File: src/common/cache_consts.svh
`ifndef CACHE_CONSTS_SVH
`define CACHE_CONSTS_SVH

// CPU side, word addressed
`define CPU_ADDR_BITS 30
`define CPU_DATA_BITS 32
`define CPU_MASK_BITS 4

// Memory side, beat addressed
`define MEM_DATA_BITS 128
`define MEM_MASK_BITS 16
`define MEM_ADDR_BITS 28

// Address split
`define TAG_BITS 23
`define INDEX_BITS 3
`define BEAT_BITS 2
`define WORD_BITS 2

`define BEATS_PER_LINE 4

`endif

File: src/common/cache_pkg.sv
`include "cache_consts.svh"

package cache_pkg;

	typedef struct packed {
		logic [`TAG_BITS-1:0] tag;
		logic [`INDEX_BITS-1:0] index;
		logic [`BEAT_BITS-1:0] beat;
		logic [`WORD_BITS-1:0] word;
	} cache_fields_t;

	typedef struct packed {
		logic [`CPU_ADDR_BITS-`WORD_BITS-1:0] beat_addr;
		logic [`WORD_BITS-1:0] word;
	} mem_fields_t;

	// Arrays use the cache view, the memory port the beat view
	typedef union packed {
		cache_fields_t cache;
		mem_fields_t mem;
	} cache_addr_t;

	// Zero wmask means read
	typedef struct packed {
		cache_addr_t addr;
		logic [`CPU_DATA_BITS-1:0] data;
		logic [`CPU_MASK_BITS-1:0] wmask;
	} cpu_req_t;

	typedef struct packed {
		logic [`MEM_ADDR_BITS-1:0] addr;
		logic rw;
	} mem_req_t;

	typedef struct packed {
		logic [`MEM_DATA_BITS-1:0] data;
		logic [`MEM_MASK_BITS-1:0] mask;
	} mem_wdata_t;

	typedef struct packed {
		logic accept;
		logic tag_fill;
		logic refill_beat;
		logic cpu_write;
		logic resp_refill;
	} store_ctl_t;

endpackage

File: src/cache/cache_ctrl.sv
`timescale 1ns/100ps

module cache_ctrl (
	input logic clk,
	input logic reset,
	input logic cpu_req_valid,
	output logic cpu_req_ready,
	input logic hit,
	input logic req_write,
	input logic refill_last,
	output logic mem_req_valid,
	input logic mem_req_ready,
	output logic mem_wdata_valid,
	input logic mem_wdata_ready,
	output logic refill_active,
	output logic cpu_resp_valid,
	output cache_pkg::store_ctl_t store_ctl
);

	typedef enum logic [2:0] {
		idle,
		lookup,
		miss_req,
		refill,
		refill_done,
		write_req,
		write_data
	} state_t;

	state_t state;
	state_t state_next;
	logic read_hit;
	logic accept;

	// Tag compare is valid in lookup, one cycle after accept
	assign read_hit = state == lookup && !req_write && hit;

	assign cpu_req_ready = state == idle || read_hit || state == refill_done;
	assign accept = cpu_req_valid && cpu_req_ready;

	assign cpu_resp_valid = read_hit || state == refill_done;
	assign mem_req_valid = state == miss_req || state == write_req;
	assign mem_wdata_valid = state == write_data;
	assign refill_active = state == refill;

	always_comb begin
		store_ctl.accept = accept;
		store_ctl.tag_fill = state == lookup && !req_write && !hit;
		// Held over the whole refill, the slot only moves when a beat lands
		store_ctl.refill_beat = state == refill;
		store_ctl.cpu_write = state == write_data && mem_wdata_ready;
		store_ctl.resp_refill = state == refill_done;
	end

	always_comb begin
		state_next = state;
		case (state)
			idle, refill_done: begin
				state_next = accept ? lookup : idle;
			end
			lookup: begin
				if (req_write) begin
					state_next = write_req;
				end else if (hit) begin
					state_next = accept ? lookup : idle;
				end else begin
					state_next = miss_req;
				end
			end
			miss_req: begin
				if (mem_req_ready) begin
					state_next = refill;
				end
			end
			refill: begin
				if (refill_last) begin
					state_next = refill_done;
				end
			end
			write_req: begin
				if (mem_req_ready) begin
					state_next = write_data;
				end
			end
			write_data: begin
				if (mem_wdata_ready) begin
					state_next = idle;
				end
			end
			default: begin
				state_next = idle;
			end
		endcase
	end

	always_ff @(posedge clk) begin
		if (reset) begin
			state <= idle;
		end else begin
			state <= state_next;
		end
	end

	mem_req_held: assert property (@(posedge clk) disable iff (reset)
		mem_req_valid && !mem_req_ready |=> mem_req_valid);

endmodule

File: config.mk
export PLATFORM = sky130hd
export DESIGN_NAME = cache_ctrl
export DESIGN_NICKNAME = d
export VERILOG_FILES = /design/src/common/cache_pkg.sv /design/src/cache/cache_ctrl.sv
export VERILOG_INCLUDE_DIRS = /design/src /design/src/common
export SDC_FILE = /design/constraint.sdc
export NUM_CORES = 1
export LEC_CHECK = 0
export BUFFER_PORTS_ARGS = -buffer_cell sky130_fd_sc_hd__buf_2
export CAP_MARGIN = 15
export CORE_MARGIN = 1.5
export CORE_UTILIZATION = 25
export CTS_BUF_LIST = sky130_fd_sc_hd__clkbuf_8
export DETAILED_ROUTE_END_ITERATION = 10
export HOLD_SLACK_MARGIN = 0.03
export SYNTH_ARGS = -nofsm -noshare
export SYNTH_HDL_FRONTEND = slang
export SYNTH_SLANG_ARGS = --single-unit
File: constraint.sdc
create_clock -name clk -period 0.95 [get_ports clk]
set_input_delay 0.0475 -clock clk [delete_from_list [all_inputs] [get_ports clk]]
set_output_delay 0.0475 -clock clk [all_outputs]
set_load 0.005 [all_outputs]
==> results_dict.tcl <==
set metrics [dict create \
    largest_reg_flops 3 \
    maxCapViolations 0 \
    final_core_util_pct 55.67 \
    crit_chain "buf_6 > inv_4 > buf_6 > nand4_1 > a21oi_1 > buf_2" \
    port_buffers 17 \
    cp_max_fo 4 \
    final_common_cell "buf_2" \
    path_buf_inv 4 \
    clk_latency_ps 210 \
    cts_root_buffer "clkbuf_8" \
    num_antenna_cells 0 \
    row_count 13 \
    regMostFlops "state" \
    fill_cells 132 \
    drive_gt1_share_pct 69.41 \
    hold_violations 0 \
    cp_slowest_stage_delay_ps 340 \
    slew_viol_final 0 \
    rr_worst_depth 6 \
    violations "negative setup slack" \
    crit_start "state[2]$_SDFFE_PP0P_" \
    status "complete, but fails checks" \
    cp-end-kind "primary output" \
    regToRegEndpoint "state[0]$_SDFFE_PP0P_" \
    fin_crit_sh_pct 126.4 \
    vias 471 \
    crit_top_cell "buf_6" \
    synth.distinct_cells 27 \
    worstSetupPathType "reg -> out" \
    rsz0062_at_grt "yes" \
    synth-seq-cells 3 \
    die_area_mm2 0.001624 \
    min_period_ps 1201 \
    die_w_um 40.30 \
    setup_viol 13 \
    p_leak_nw 0.3415 \
    grt_pass1_wl_um 1683 \
    place_area_um2 506.7 \
    clock-sinks 3 \
    crit_required_ps 900 \
    tightest_slew_ps 182.8 \
    cts_buffer_depth 2 \
    synthCells 50 \
    cpMaxStageDelayCell "dfxtp_4" \
    io_pins 18 \
    core_area_mm2 0.001301 \
    slew_headroom_pct 87.71 \
    fin_area_um2 724.4 \
    hold_class "in -> reg" \
    hp-start "reset" \
    drtAntennaViolNets 0 \
    cts_buffers 3 \
    r2r-start "state[2]$_SDFFE_PP0P_" \
    p_total_w 0.0008902 \
    hpwl_um 725 \
    drt_iter0_markers 4 \
    max_freq_ghz 0.8328 \
    grt_max_degree 9 \
    yosysSeqAreaShare_pct 17.27 \
    avgSynthCellArea_um2 6.957 \
    cts_tree "built" \
    synthesis.nets 58 \
    worst_ep_arrival_time_ps 1150 \
    finalWorstSetupSlack_ps -250.8 \
    via_per_inst 4.710 \
    htreeDepth 1 \
    routed_wl_um 1169 \
    track_usage_pct 15.45 \
    finClkSkew_ps 0.6433 \
    initial_core_util_pct 26.73 \
    path_depth 6 \
    ys.warnings.count 0 \
    syn_area_um2 347.8 \
    layout_common_cells "buf_2, buf_4, buf_6" \
    critPathLaunchType "flip-flop" \
    pwr_density_cell_mw_per_mm2 1229 \
    endpoint "cpu_resp_valid" \
    grt_pass1_vias 409 \
    drc 0 \
    place_ws_ps -189.0 \
    wl_per_cell_um 11.69 \
    syn2layout_area_growth_pct 108.3 \
    clkTransAtPathRegs_ps 30 \
    place_congestion 0.7360 \
    reg_top3 "state (3)" \
    grt_overflow_total 0 \
    crit_family "buffers and inverters" \
    r2r_setup_slack_ps -200 \
    die_h_um 40.30 \
    antenna_found_initial 0 \
    drt-pass1-iter-count 2 \
    peakVddDrop_mv 0.9109 \
    fin_nets 94 \
    hold_ws_ps 60.30 \
]
area by class of cell:
cell class	instances	area (um2)	share of cell area [%]
multi-input cells	38	305.3	42.14
inverters	3	16.27	2.245
flip-flops and latches	3	71.32	9.845
clock inverters	1	3.754	0.5181
repair buffers	37	267.8	36.96
well taps	15	18.77	2.591
clock buffers	3	41.29	5.699
layer usage:
layer  GRT usage (%)  vias up  wire, um
met5               0        -         0
met4           2.500        0         0
met3           5.000        0        35
met2           25.81        7       601
met1           19.54      217       533
li1                -      247         -
Yosys cell counts (all sizes together):
library cell  number  share of area, %
nor3b              2               4.3
nor2               7               7.6
a211oi             1               3.6
nor4               1               1.8
a32oi              1               2.5
or2b               1               2.2
dfxtp              3                17
a21oi              6               9.7
o22ai              1               1.8
a22oi              1               2.2
nand2              5               5.4
inv                3               3.2
nand4              1               1.8
and2               2               3.6
nor3               1               1.4
buf                6                13
o31ai              1               3.6
a31oi              1               1.8
o32ai              1               2.5
nand3              1               1.4
a21o               1               2.2
mux2i              2               5.8
nand2b             1               1.8
worst register-to-register path: cells and delay by family (launching register included):
| family | cells | cell delay (ps) |
|---|---|---|
| flip-flops | 1 | 350 |
| buffers and inverters | 3 | 290 |
| AO/OA/AOI/OAI | 2 | 260 |
| multiplexers | 1 | 150 |
how the worst min path moves through the flow:
stage | endpoint | slack, ps | depth (start not counted)
global route | state[1]$_SDFFE_PP0P_ | 70 | 2
floorplan | state[1]$_SDFFE_PP0P_ | 110 | 1
finish | state[1]$_SDFFE_PP0P_ | 60 | 2
CTS | state[1]$_SDFFE_PP0P_ | 50 | 2
detailed placement | state[1]$_SDFFE_PP0P_ | 270 | 2
global placement | state[1]$_SDFFE_PP0P_ | 260 | 2
stage by stage:
| step | std cells | setup TNS (ps) |
|---|---|---|
| 2_1_floorplan | 50 | -30.71 |
| 5_1_grt | 100 | -3169 |
| 3_3_place_gp | 88 | -1152 |
| 3_5_place_dp | 88 | -1258 |
| 4_1_cts | 98 | -2384 |
| 6_report | 100 | -2494 |
kinds of logic (layout without fill, tap and decap cells):
kind of cell,count (synthesis),in the layout,share of synthesized area (%)
mux,2,2,5.756
simple gates,22,22,31.30
buf+inv,9,44,15.83
flops,3,3,17.27
compound gates,14,14,29.86
report_power, final:
| part | internal, W | leakage (nW) | switching [W] | total, W |
|---|---|---|---|---|
| combinational | 0.000209 | 0.288 | 0.000162 | 0.000371 |
| sequential | 0.000139 | 0.0267 | 0.0000237 | 0.000163 |
| clock | 0.000275 | 0.0269 | 0.0000813 | 0.000356 |
repair_timing:
action                     in CTS  in global routing
gates cloned                    0                  0
setup buffers                   6                  2
hold buffers                    0                  0
gates resized for setup        20                  8
setup endpoints to repair      13                 13
pin swaps                      10                  6
Power figures use the tool's default switching activity.
